## src/hdl/vga_macros.svh

```systemverilog
// vga test pattern constants
// display timing, ball geometry, bounce limits and border rectangles
`ifndef VGA_MACROS_SVH
`define VGA_MACROS_SVH

`define H_ACTIVE        1024    // visible pixels per line
`define H_FRONT_END     1048    // hsync starts here
`define H_SYNC_END      1184
`define H_TOTAL         1328

`define V_ACTIVE        768     // visible lines per frame
`define V_FRONT_END     770     // vsync starts here
`define V_SYNC_END      776
`define V_TOTAL         806

`define BALL_RADIUS     50
`define X_MIN           50      // bounce limits on the ball centre
`define X_MAX           964
`define Y_MIN           261
`define Y_MAX           708

`define BORDER_TOP      200     // first line of the top band
`define BORDER_THICK    10

`define NUM_BALLS       3
`define RENDER_LATENCY  2       // position to rgb, in pixel clocks

`define BALL0_X         60
`define BALL0_Y         300
`define BALL0_V         2
`define BALL1_X         600
`define BALL1_Y         500
`define BALL1_V         3
`define BALL2_X         400
`define BALL2_Y         700
`define BALL2_V         4

`endif

```

## src/hdl/vga_timing_pkg.sv

```systemverilog
// raster types
// screen coordinates, pixel position, sync bundle and horizontal region
`default_nettype none

package vga_timing_pkg;

    typedef logic signed [11:0] coord_t;    // fits 0..1327 with room for signed math

    typedef struct packed {
        coord_t x;
        coord_t y;
    } pixel_pos_t;

    typedef struct packed {
        logic hsync;    // active low
        logic vsync;    // active low
        logic active;   // inside the visible area
    } sync_t;

    // where the horizontal counter sits within a line
    typedef enum logic [1:0] {
        ACTIVE,
        FRONT,
        SYNC,
        BACK
    } h_region_e;

endpackage

`default_nettype wire

```

## src/hdl/scene_pkg.sv

```systemverilog
// scene types
// ball state, per-pixel colour and the border colour selection
`default_nettype none

package scene_pkg;

    import vga_timing_pkg::*;

    typedef logic signed [4:0] vel_t;   // step per frame update

    typedef struct packed {
        coord_t x;      // centre
        coord_t y;
        vel_t   vx;
        vel_t   vy;
    } ball_t;

    typedef struct packed {
        logic r;
        logic g;
        logic b;
    } rgb_t;

    // the first three codes match the ball index
    typedef enum logic [1:0] {
        SEL_RED,
        SEL_GREEN,
        SEL_BLUE,
        SEL_WHITE
    } color_sel_e;

endpackage

`default_nettype wire

```

## src/hdl/ball_motion.sv

```systemverilog
// ball motion
// three bouncing balls stepped once per frame at the start of vertical
// blanking, with wall reflection and tracking of the last ball to bounce
`timescale 1ns/1ps
`default_nettype none
`include "vga_macros.svh"

module ball_motion
    import vga_timing_pkg::*;
    import scene_pkg::*;
(
    input  wire logic               pixelclk,
    input  wire logic               rst,
    input  wire logic               frame_end,
    output ball_t [`NUM_BALLS-1:0]  balls,
    output color_sel_e              border_sel
);

    // leftmost entry is the highest ball index
    localparam ball_t [`NUM_BALLS-1:0] BALL_INIT = {
        ball_t'{x: coord_t'(`BALL2_X), y: coord_t'(`BALL2_Y),
                vx: vel_t'(`BALL2_V), vy: vel_t'(`BALL2_V)},
        ball_t'{x: coord_t'(`BALL1_X), y: coord_t'(`BALL1_Y),
                vx: vel_t'(`BALL1_V), vy: vel_t'(`BALL1_V)},
        ball_t'{x: coord_t'(`BALL0_X), y: coord_t'(`BALL0_Y),
                vx: vel_t'(`BALL0_V), vy: vel_t'(`BALL0_V)}
    };

    ball_t [`NUM_BALLS-1:0] balls_q;
    ball_t [`NUM_BALLS-1:0] balls_next;
    color_sel_e             sel_q;
    color_sel_e             sel_next;

    always_comb begin
        coord_t nx;
        coord_t ny;
        logic   bounce_x;
        logic   bounce_y;
        balls_next = balls_q;
        sel_next   = sel_q;     // kept when nobody bounces
        for (int i = 0; i < `NUM_BALLS; i++) begin
            nx       = balls_q[i].x + coord_t'(balls_q[i].vx);
            ny       = balls_q[i].y + coord_t'(balls_q[i].vy);
            bounce_x = (nx < coord_t'(`X_MIN)) || (nx > coord_t'(`X_MAX));   // test on new position
            bounce_y = (ny < coord_t'(`Y_MIN)) || (ny > coord_t'(`Y_MAX));
            balls_next[i].x = nx;
            balls_next[i].y = ny;
            if (bounce_x)
                balls_next[i].vx = -balls_q[i].vx;
            if (bounce_y)
                balls_next[i].vy = -balls_q[i].vy;
            if (bounce_x || bounce_y)
                sel_next = color_sel_e'(2'(i));     // later index overrides
        end
    end

    always_ff @(posedge pixelclk) begin
        if (rst) begin
            balls_q <= BALL_INIT;
            sel_q   <= SEL_WHITE;
        end else if (frame_end) begin
            balls_q <= balls_next;
            sel_q   <= sel_next;
        end
    end

    assign balls      = balls_q;
    assign border_sel = sel_q;

endmodule

`default_nettype wire

```

## src/hdl/pixel_renderer.sv

```systemverilog
// pixel renderer
// stage 1 registers ball and border hits for the current position,
// stage 2 resolves priority, blanks outside the visible area and registers
// rgb together with the delayed syncs
`timescale 1ns/1ps
`default_nettype none
`include "vga_macros.svh"

module pixel_renderer
    import vga_timing_pkg::*;
    import scene_pkg::*;
(
    input  wire logic                   pixelclk,
    input  wire logic                   rst,
    input  wire pixel_pos_t             pos,
    input  wire sync_t                  sync,
    input  wire ball_t [`NUM_BALLS-1:0] balls,
    input  wire color_sel_e             border_sel,
    output rgb_t                        rgb,
    output logic                        hsync,
    output logic                        vsync
);

    logic [`NUM_BALLS-1:0]  hit_q;
    logic                   border_q;
    sync_t                  sync_q;
    rgb_t                   color;

    function automatic logic in_ball(pixel_pos_t p, ball_t b);
        logic signed [26:0] dx;
        logic signed [26:0] dy;
        dx = 27'(p.x) - 27'(b.x);
        dy = 27'(p.y) - 27'(b.y);
        return (dx * dx + dy * dy) < 27'(`BALL_RADIUS * `BALL_RADIUS);
    endfunction

    // four bands framing the lower part of the screen
    function automatic logic on_border(pixel_pos_t p);
        logic in_frame;
        logic in_band;
        in_frame = (p.x < coord_t'(`H_ACTIVE)) && (p.y >= coord_t'(`BORDER_TOP))
                   && (p.y < coord_t'(`V_ACTIVE));
        in_band  = (p.y < coord_t'(`BORDER_TOP + `BORDER_THICK))
                   || (p.y >= coord_t'(`V_ACTIVE - `BORDER_THICK))
                   || (p.x < coord_t'(`BORDER_THICK))
                   || (p.x >= coord_t'(`H_ACTIVE - `BORDER_THICK));
        return in_frame && in_band;
    endfunction

    function automatic rgb_t sel_rgb(color_sel_e sel);
        case (sel)
            SEL_RED:   return rgb_t'(3'b100);
            SEL_GREEN: return rgb_t'(3'b010);
            SEL_BLUE:  return rgb_t'(3'b001);
            default:   return rgb_t'(3'b111);
        endcase
    endfunction

    always_ff @(posedge pixelclk) begin
        for (int i = 0; i < `NUM_BALLS; i++)
            hit_q[i] <= in_ball(pos, balls[i]);
        border_q <= on_border(pos);
    end

    always_ff @(posedge pixelclk) begin
        if (rst)
            sync_q <= '{hsync: 1'b1, vsync: 1'b1, active: 1'b0};
        else
            sync_q <= sync;
    end

    // lowest ball index on top, then border, then black
    always_comb begin
        color = '0;
        if (border_q)
            color = sel_rgb(border_sel);
        for (int i = `NUM_BALLS - 1; i >= 0; i--)
            if (hit_q[i])
                color = sel_rgb(color_sel_e'(2'(i)));
        if (!sync_q.active)
            color = '0;
    end

    always_ff @(posedge pixelclk) begin
        if (rst) begin
            rgb   <= '0;
            hsync <= 1'b1;
            vsync <= 1'b1;
        end else begin
            rgb   <= color;
            hsync <= sync_q.hsync;  // second delay stage, aligned with rgb
            vsync <= sync_q.vsync;
        end
    end

endmodule

`default_nettype wire

```

## src/hdl/vga_timing.sv

```systemverilog
// vga raster timing
// horizontal and vertical counters for a 1328 x 806 raster, registered
// sync levels, active flag and a one-cycle strobe at the end of the last
// visible line
`timescale 1ns/1ps
`default_nettype none
`include "vga_macros.svh"

module vga_timing
    import vga_timing_pkg::*;
(
    input  wire logic   pixelclk,
    input  wire logic   rst,
    output pixel_pos_t  pos,
    output sync_t       sync,
    output logic        frame_end
);

    coord_t     h_count;
    coord_t     v_count;
    coord_t     v_next;
    h_region_e  region;
    h_region_e  region_next;
    logic       line_end;
    logic       hsync_q;
    logic       vsync_q;
    logic       v_active_q;     // tracks v_count < V_ACTIVE

    assign line_end = (h_count == coord_t'(`H_TOTAL - 1));
    assign v_next   = !line_end ? v_count :
                      (v_count == coord_t'(`V_TOTAL - 1)) ? '0 : v_count + coord_t'(1);

    // region follows the counter, switching on the last pixel of each region
    always_comb begin
        region_next = region;
        case (region)
            ACTIVE: if (h_count == coord_t'(`H_ACTIVE - 1))
                region_next = FRONT;
            FRONT: if (h_count == coord_t'(`H_FRONT_END - 1))
                region_next = SYNC;
            SYNC: if (h_count == coord_t'(`H_SYNC_END - 1))
                region_next = BACK;
            BACK: if (line_end)
                region_next = ACTIVE;
            default: region_next = ACTIVE;
        endcase
    end

    always_ff @(posedge pixelclk) begin
        if (rst) begin
            h_count    <= '0;
            v_count    <= '0;
            region     <= ACTIVE;
            hsync_q    <= 1'b1;
            vsync_q    <= 1'b1;
            v_active_q <= 1'b1;
        end else begin
            h_count    <= line_end ? '0 : h_count + coord_t'(1);
            v_count    <= v_next;
            region     <= region_next;
            hsync_q    <= (region_next != SYNC);
            vsync_q    <= !(v_next >= coord_t'(`V_FRONT_END) && v_next < coord_t'(`V_SYNC_END));
            v_active_q <= (v_next < coord_t'(`V_ACTIVE));
        end
    end

    assign pos       = '{x: h_count, y: v_count};
    assign sync      = '{hsync: hsync_q, vsync: vsync_q, active: (region == ACTIVE) && v_active_q};
    assign frame_end = line_end && (v_count == coord_t'(`V_ACTIVE - 1));   // start of vblank

endmodule

`default_nettype wire

```

## src/hdl/vga_top.sv

```systemverilog
// vga test pattern top level
// raster timing feeds the ball motion and the two-stage pixel renderer
`timescale 1ns/1ps
`default_nettype none
`include "vga_macros.svh"

module vga_top
    import vga_timing_pkg::*;
    import scene_pkg::*;
(
    input  wire logic   pixelclk,
    input  wire logic   rst,
    output rgb_t        rgb,
    output logic        hsync,
    output logic        vsync
);

    pixel_pos_t             pos;
    sync_t                  sync;
    logic                   frame_end;
    ball_t [`NUM_BALLS-1:0] balls;
    color_sel_e             border_sel;

    vga_timing u_timing (
        .pixelclk  (pixelclk),
        .rst       (rst),
        .pos       (pos),
        .sync      (sync),
        .frame_end (frame_end)
    );

    ball_motion u_motion (
        .pixelclk   (pixelclk),
        .rst        (rst),
        .frame_end  (frame_end),
        .balls      (balls),
        .border_sel (border_sel)
    );

    pixel_renderer u_renderer (
        .pixelclk   (pixelclk),
        .rst        (rst),
        .pos        (pos),
        .sync       (sync),
        .balls      (balls),
        .border_sel (border_sel),
        .rgb        (rgb),
        .hsync      (hsync),
        .vsync      (vsync)
    );

endmodule

`default_nettype wire

```

## config.mk

```make
export PLATFORM = sky130hd
export DESIGN_NAME = vga_top
export DESIGN_NICKNAME = d
export VERILOG_FILES = /design/src/hdl/vga_timing_pkg.sv /design/src/hdl/scene_pkg.sv /design/src/hdl/ball_motion.sv /design/src/hdl/pixel_renderer.sv /design/src/hdl/vga_timing.sv /design/src/hdl/vga_top.sv
export VERILOG_INCLUDE_DIRS = /design/src /design/src/hdl
export SDC_FILE = /design/constraint.sdc
export NUM_CORES = 2
export LEC_CHECK = 0
export BUFFER_PORTS_ARGS = -buffer_cell sky130_fd_sc_hd__buf_2
export CORE_MARGIN = 2
export CORE_UTILIZATION = 40
export DETAILED_ROUTE_END_ITERATION = 10
export SETUP_SLACK_MARGIN = 0.1
export SYNTH_ARGS = -nofsm -noshare
export SYNTH_HDL_FRONTEND = slang
export SYNTH_SLANG_ARGS = --single-unit
```

## constraint.sdc

```tcl
create_clock -name pixelclk -period 10.3 [get_ports pixelclk]
set_input_delay 3.09 -clock pixelclk [delete_from_list [all_inputs] [get_ports pixelclk]]
set_output_delay 3.09 -clock pixelclk [all_outputs]
set_load 0.01 [all_outputs]
```

== After elaboration in Yosys (flattened, before gate mapping) ==
Index checks and enable logic that the tools add are counted.

* Reduce and logical (&&, ||, !) cells: 33
* Bitwise operators: 1
* Add/sub/neg operators: 23
* Equality and inequality tests: 12
* Multiply operators: 6
* Mux-type cells: 15
* $lt $le $gt $ge: 25

{| class="wikitable"
|+ Operators by type and width
! operator !! number
|-
| $mul 27x27->27 || 6
|-
| $add 27x27->27 || 3
|-
| $lt 27x13->1 const B || 3
|-
| $sub 12x12->13 || 6
|-
| $add 12x5->12 || 6
|-
| $gt 12x11->1 const B || 6
|-
| $eq 12x11->1 const B || 3
|-
| $eq 12x12->1 const B || 3
|-
| $ge 12x11->1 const B || 3
|-
| $lt 12x10->1 const B || 3
|-
| $lt 12x11->1 const B || 3
|-
| $lt 12x7->1 const B || 3
|-
| $neg 5->5 || 6
|-
| $add 12x1->12 const B || 2
|-
| $mux 12 || 2
|-
| $mux 2 || 7
|-
| $reduce_and 2->1 || 7
|-
| $ge 12x9->1 const B || 1
|-
| $logic_or 1x1->1 || 12
|-
| $lt 12x12->1 const B || 1
|-
| $lt 12x5->1 const B || 1
|-
| $lt 12x9->1 const B || 1
|-
| $mux 3 || 4
|-
| $pmux 3 s3 || 1
|-
| 12 further kinds || 22
|}

* Register bits: 145
* Word-level logic and storage cells: 144
* Output and inout port bits: 5

== Depth between registers and ports, before layout ==
* Depth in word-level cells: 7
* Mapped depth: 40
* Depth with buffers taken out: 38

== Cells and area by module ==
From an unflattened synthesis, not the netlist that was laid out.

* Cells, all modules: 5258
* Area, all modules: 47541.8 sq um

{| class="wikitable"
|+ By module, submodules not included
! module !! cells each !! instances !! sequential area each (sq um) !! area each (sq um)
|-
| pixel_renderer || 4295 || 1 || 240.2 || 39437.8
|-
| ball_motion || 766 || 1 || 1761.7 || 6453.7
|-
| vga_timing || 197 || 1 || 580.6 || 1650.3
|}

== Worst setup path before layout ==
No wires, ideal clock.

* Path type: reg2reg
* From: register u_timing.h_count[0]
* To: register u_renderer.hit_q[1]
* Path slack: 0.862 ns
* Period minus slack after synthesis: 9.438 ns
* Setup time: 0.060 ns
* Stages on the path, launching flop included: 38
* Arrival: 9.379 ns
* Required time: 10.240 ns
* Cells stage by stage: dfxtp_1 clkinv_1 clkbuf_1 ha_1 inv_1 fa_1 a21o_1 a21oi_1 o21ai_0 a21oi_1 o21bai_1 a21o_1 a311o_1 o21ai_1 clkinv_1 buf_1 nor2_1 fa_1 [2 not listed] fa_1 inv_1 fa_1 fa_1 fa_1 inv_1 fa_1 inv_1 ha_1 clkbuf_1 o22ai_1 a2111oi_0 and4_1 o2111ai_1 a311oi_1 o2111ai_1 a2111oi_0 a41o_1

* Word-level cells in the longest chain between the ends: 4

{| class="wikitable"
|+ RTL lines
! item !! RTL line !! RTL
|-
| start: declaration || vga_timing.sv:19 || <nowiki>coord_t h_count;</nowiki>
|-
| start signal: assignment || vga_timing.sv:58 || <nowiki>h_count <= line_end ? '0 : h_count + coord_t'(1);</nowiki>
|-
| $sub 12x12->13 || pixel_renderer.sv:32 || <nowiki>dx = 27'(p.x) - 27'(b.x);</nowiki>
|-
| $mul 27x27->27 || pixel_renderer.sv:34 || <nowiki>return (dx * dx + dy * dy) < 27'(`BALL_RADIUS * `BALL_RADIUS);</nowiki>
|-
| $add 27x27->27 || pixel_renderer.sv:34 ||
|-
| $lt 27x13->1 || pixel_renderer.sv:34 ||
|-
| end signal: indexed assignment || pixel_renderer.sv:61 || <nowiki>hit_q[i] <= in_ball(pos, balls[i]);</nowiki>
|-
| end: declaration || pixel_renderer.sv:24 || <nowiki>logic [`NUM_BALLS-1:0] hit_q;</nowiki>
|}

Every way passes these cells.
A chain may end at the register's enable or synchronous reset.

== Worst setup path after layout ==
* From: register u_timing.h_count[2]
* To: register u_renderer.hit_q[2]

Same word-level chain as after synthesis.

==> out/qor.txt <==
CP Buf/Inv Count: 6
TritonCTS buffer count: 17
Critical path's top delay family: adder cells
Initial Utilization: 40.5%
Total iterations of the first detailed-routing run: 6
H-tree depth: 4
Vias in the first global route: 37274
Chip Width: 347 µm
Worst Tran Pin Value: 1.29 ns
Layout cells sized above 1: 4.12%
Yosys reg bits: 129
FMAX: 103 MHz
Via density per instance: 5.09
Clk pin slew, worst setup/hold paths: 0.09 ns
Overflow after GRT: 0
Largest area contributor in the netlist: fa_1
Final std cells w/o fill: 6818
Core box area: 117000 µm²
Final Setup Violations: 0
Slowest stage delay, CP: 0.53 ns
Drt drc: 0
WS Path Type: flip-flop to flip-flop
Sequential share of the synthesized area: 5.48%
Largest net degree at the start of global routing: 63
Initial DRC count: 2174
Clock root buffer: clkbuf_16
Fin Setup TNS: 0 ns
Dpl hpwl: 101000 µm
DIE AREA: 121000 µm²
Vias: 34671
Synth Cell Area: 47100 µm²
Most frequent CP cell: fa_1
Top_reg_cell synth: dfxtp_1
Post-synth top area share: 44.5%
Arr. time, crit path: 10.08 ns
Post-synth cell types: 97
Clock sink count: 129
GPL Wtd Cong: 0.912
Clock Skew: 0.0232 ns
Count leader, synth: inv_1
Cells after synthesis: 5272
CP Launch Type: flip-flop
Warning count from the yosys run: 0
Max-slew headroom: 13.1%
Worst hold path class: flip-flop to flip-flop
Post-Route WL: 118000 µm
Top cells by area, synth: fa_1 (44%), ha_1 (12%), inv_1 (11%), dfxtp_1 (5.5%), nor2_1 (3.4%)
Die Height: 347 µm
TritonCTS clock tree: done
Crit. End Element: flip-flop
Async SR Flop Fraction: 0%
Antenna violations before repair: 1
Post-synth top cells: inv_1 (1341), fa_1 (1047), ha_1 (469), nor2_1 (426), nand2_1 (420)
CP required: 10.66 ns
First-pass GRT wire length: 196000 µm
Period utilisation layout: 94.3%
Io pins: 7
RSZ-0062 raised after global routing: yes
Pre-CTS setup slack: 0.394 ns
Layout area overhead: 6.08%
Post-DR wirelength/cell: 17.3 µm
Final min period: 9.72 ns
Final Max Slew Viols: 0
Status: complete, no violations
Placement Rows: 125
PortBufs: 6
DRT antenna net count: 0
Longest Clk Path Bufs: 2
Slowest-stage cell, CP: fa_1
Worst hold slack: 0.414 ns
Clock latency on the worst-skew pair: 0.47 ns
Placed insts: 6778
GRT Overall Usage: 20.5%
EDFF count, synth: 0
Avg Inst Size Synth: 8.94 µm²
Final #Nets: 6798
Setup ws final: 0.583 ns
Max cap viols: 0
Fin. Hold Viols: 0
Crit path max fanout: 10
Fillers: 11488
[layout by cell type, fill, tap and decap left out, drive strengths merged, types with 70 or more instances in the layout]
master and count:
dfxtp 129, o21ai 116, a21oi 174, inv 1354
nand2 420, nor3 70, nor2 427, fa 1047
ha 469, buf 100, xnor2 145
[timing repair]
item	CTS	global route
hold endpoints to repair	0	0
hold buffers	0	0
resized for setup	0	18
buffers inserted	0	7
endpoints found under the setup margin	0	3
[final timing paths]
kind	from	endpoint	slack, ns	cells past startpoint
setup / recovery	u_timing.h_count[2]	u_renderer.hit_q[2]	0.58	32
hold / removal	u_timing.vsync_q	u_renderer.sync_q[1]	0.41	1
setup reg to reg	u_timing.h_count[2]	u_renderer.hit_q[2]	0.58	32
hold reg to reg	u_timing.vsync_q	u_renderer.sync_q[1]	0.41	1
[cells by family after synthesis]
kind of cell               count (synthesis)  share of synthesized area (%)
DFF                                      129                           5.48
adders and majority gates               1516                           56.9
muxes                                     21                          0.451
buffers and inverters                   1500                           12.0
other                                      2                         0.0159
and+or+nand+nor                         1262                           12.2
AOI/OAI and AO/OA                        628                           8.90
xor gates and xnor gates                 214                           4.04
[metrics by stage]
stage	util, %	cell area [µm²]
after floorplan	-	47200
after global routing	42.9	50000
after CTS	42.8	49900
final	42.9	50000
after detailed placement	42.3	49300
after global placement	42.3	49300
[sequential cells by signal, indices dropped and copies added (netlist names)]
register             count
u_motion.balls          86
u_timing.h_count        12
u_timing.v_count        12
u_renderer.hit_q         3
u_renderer.rgb           3
u_renderer.sync_q        3
u_motion.border_sel      2
u_timing.region          2
u_renderer.border_q      1
u_renderer.hsync         1
u_renderer.vsync         1
u_timing.hsync_q         1
u_timing.v_active_q      1
u_timing.vsync_q         1
[cell type report]
class                      instances  area, µm²  share of cell area (%)
multi-input combinational       3652      39000                    78.0
inverter                        1380       5190                    10.4
sequential                       129       2580                    5.17
tap                             1524       1910                    3.81
timing repair buffer             100        736                    1.47
clock buffer                      17        425                   0.851
clock inverter                    15        175                   0.350
antenna                            1       2.50                 0.00500
[layer usage]
metal,vias to the layer above,global-route usage [%],share of wire (%),wire (µm)
li1,16192,-,-,-
met1,17459,27.1,43,50500
met2,864,36.0,50,59200
met3,154,2.06,4.8,5720
met4,2,4.84,2.4,2830
met5,-,0,0.011,13
Power is left out: the tool's default activity adds up to more than one toggle a clock period on the data nets, which glitch-free logic cannot reach.
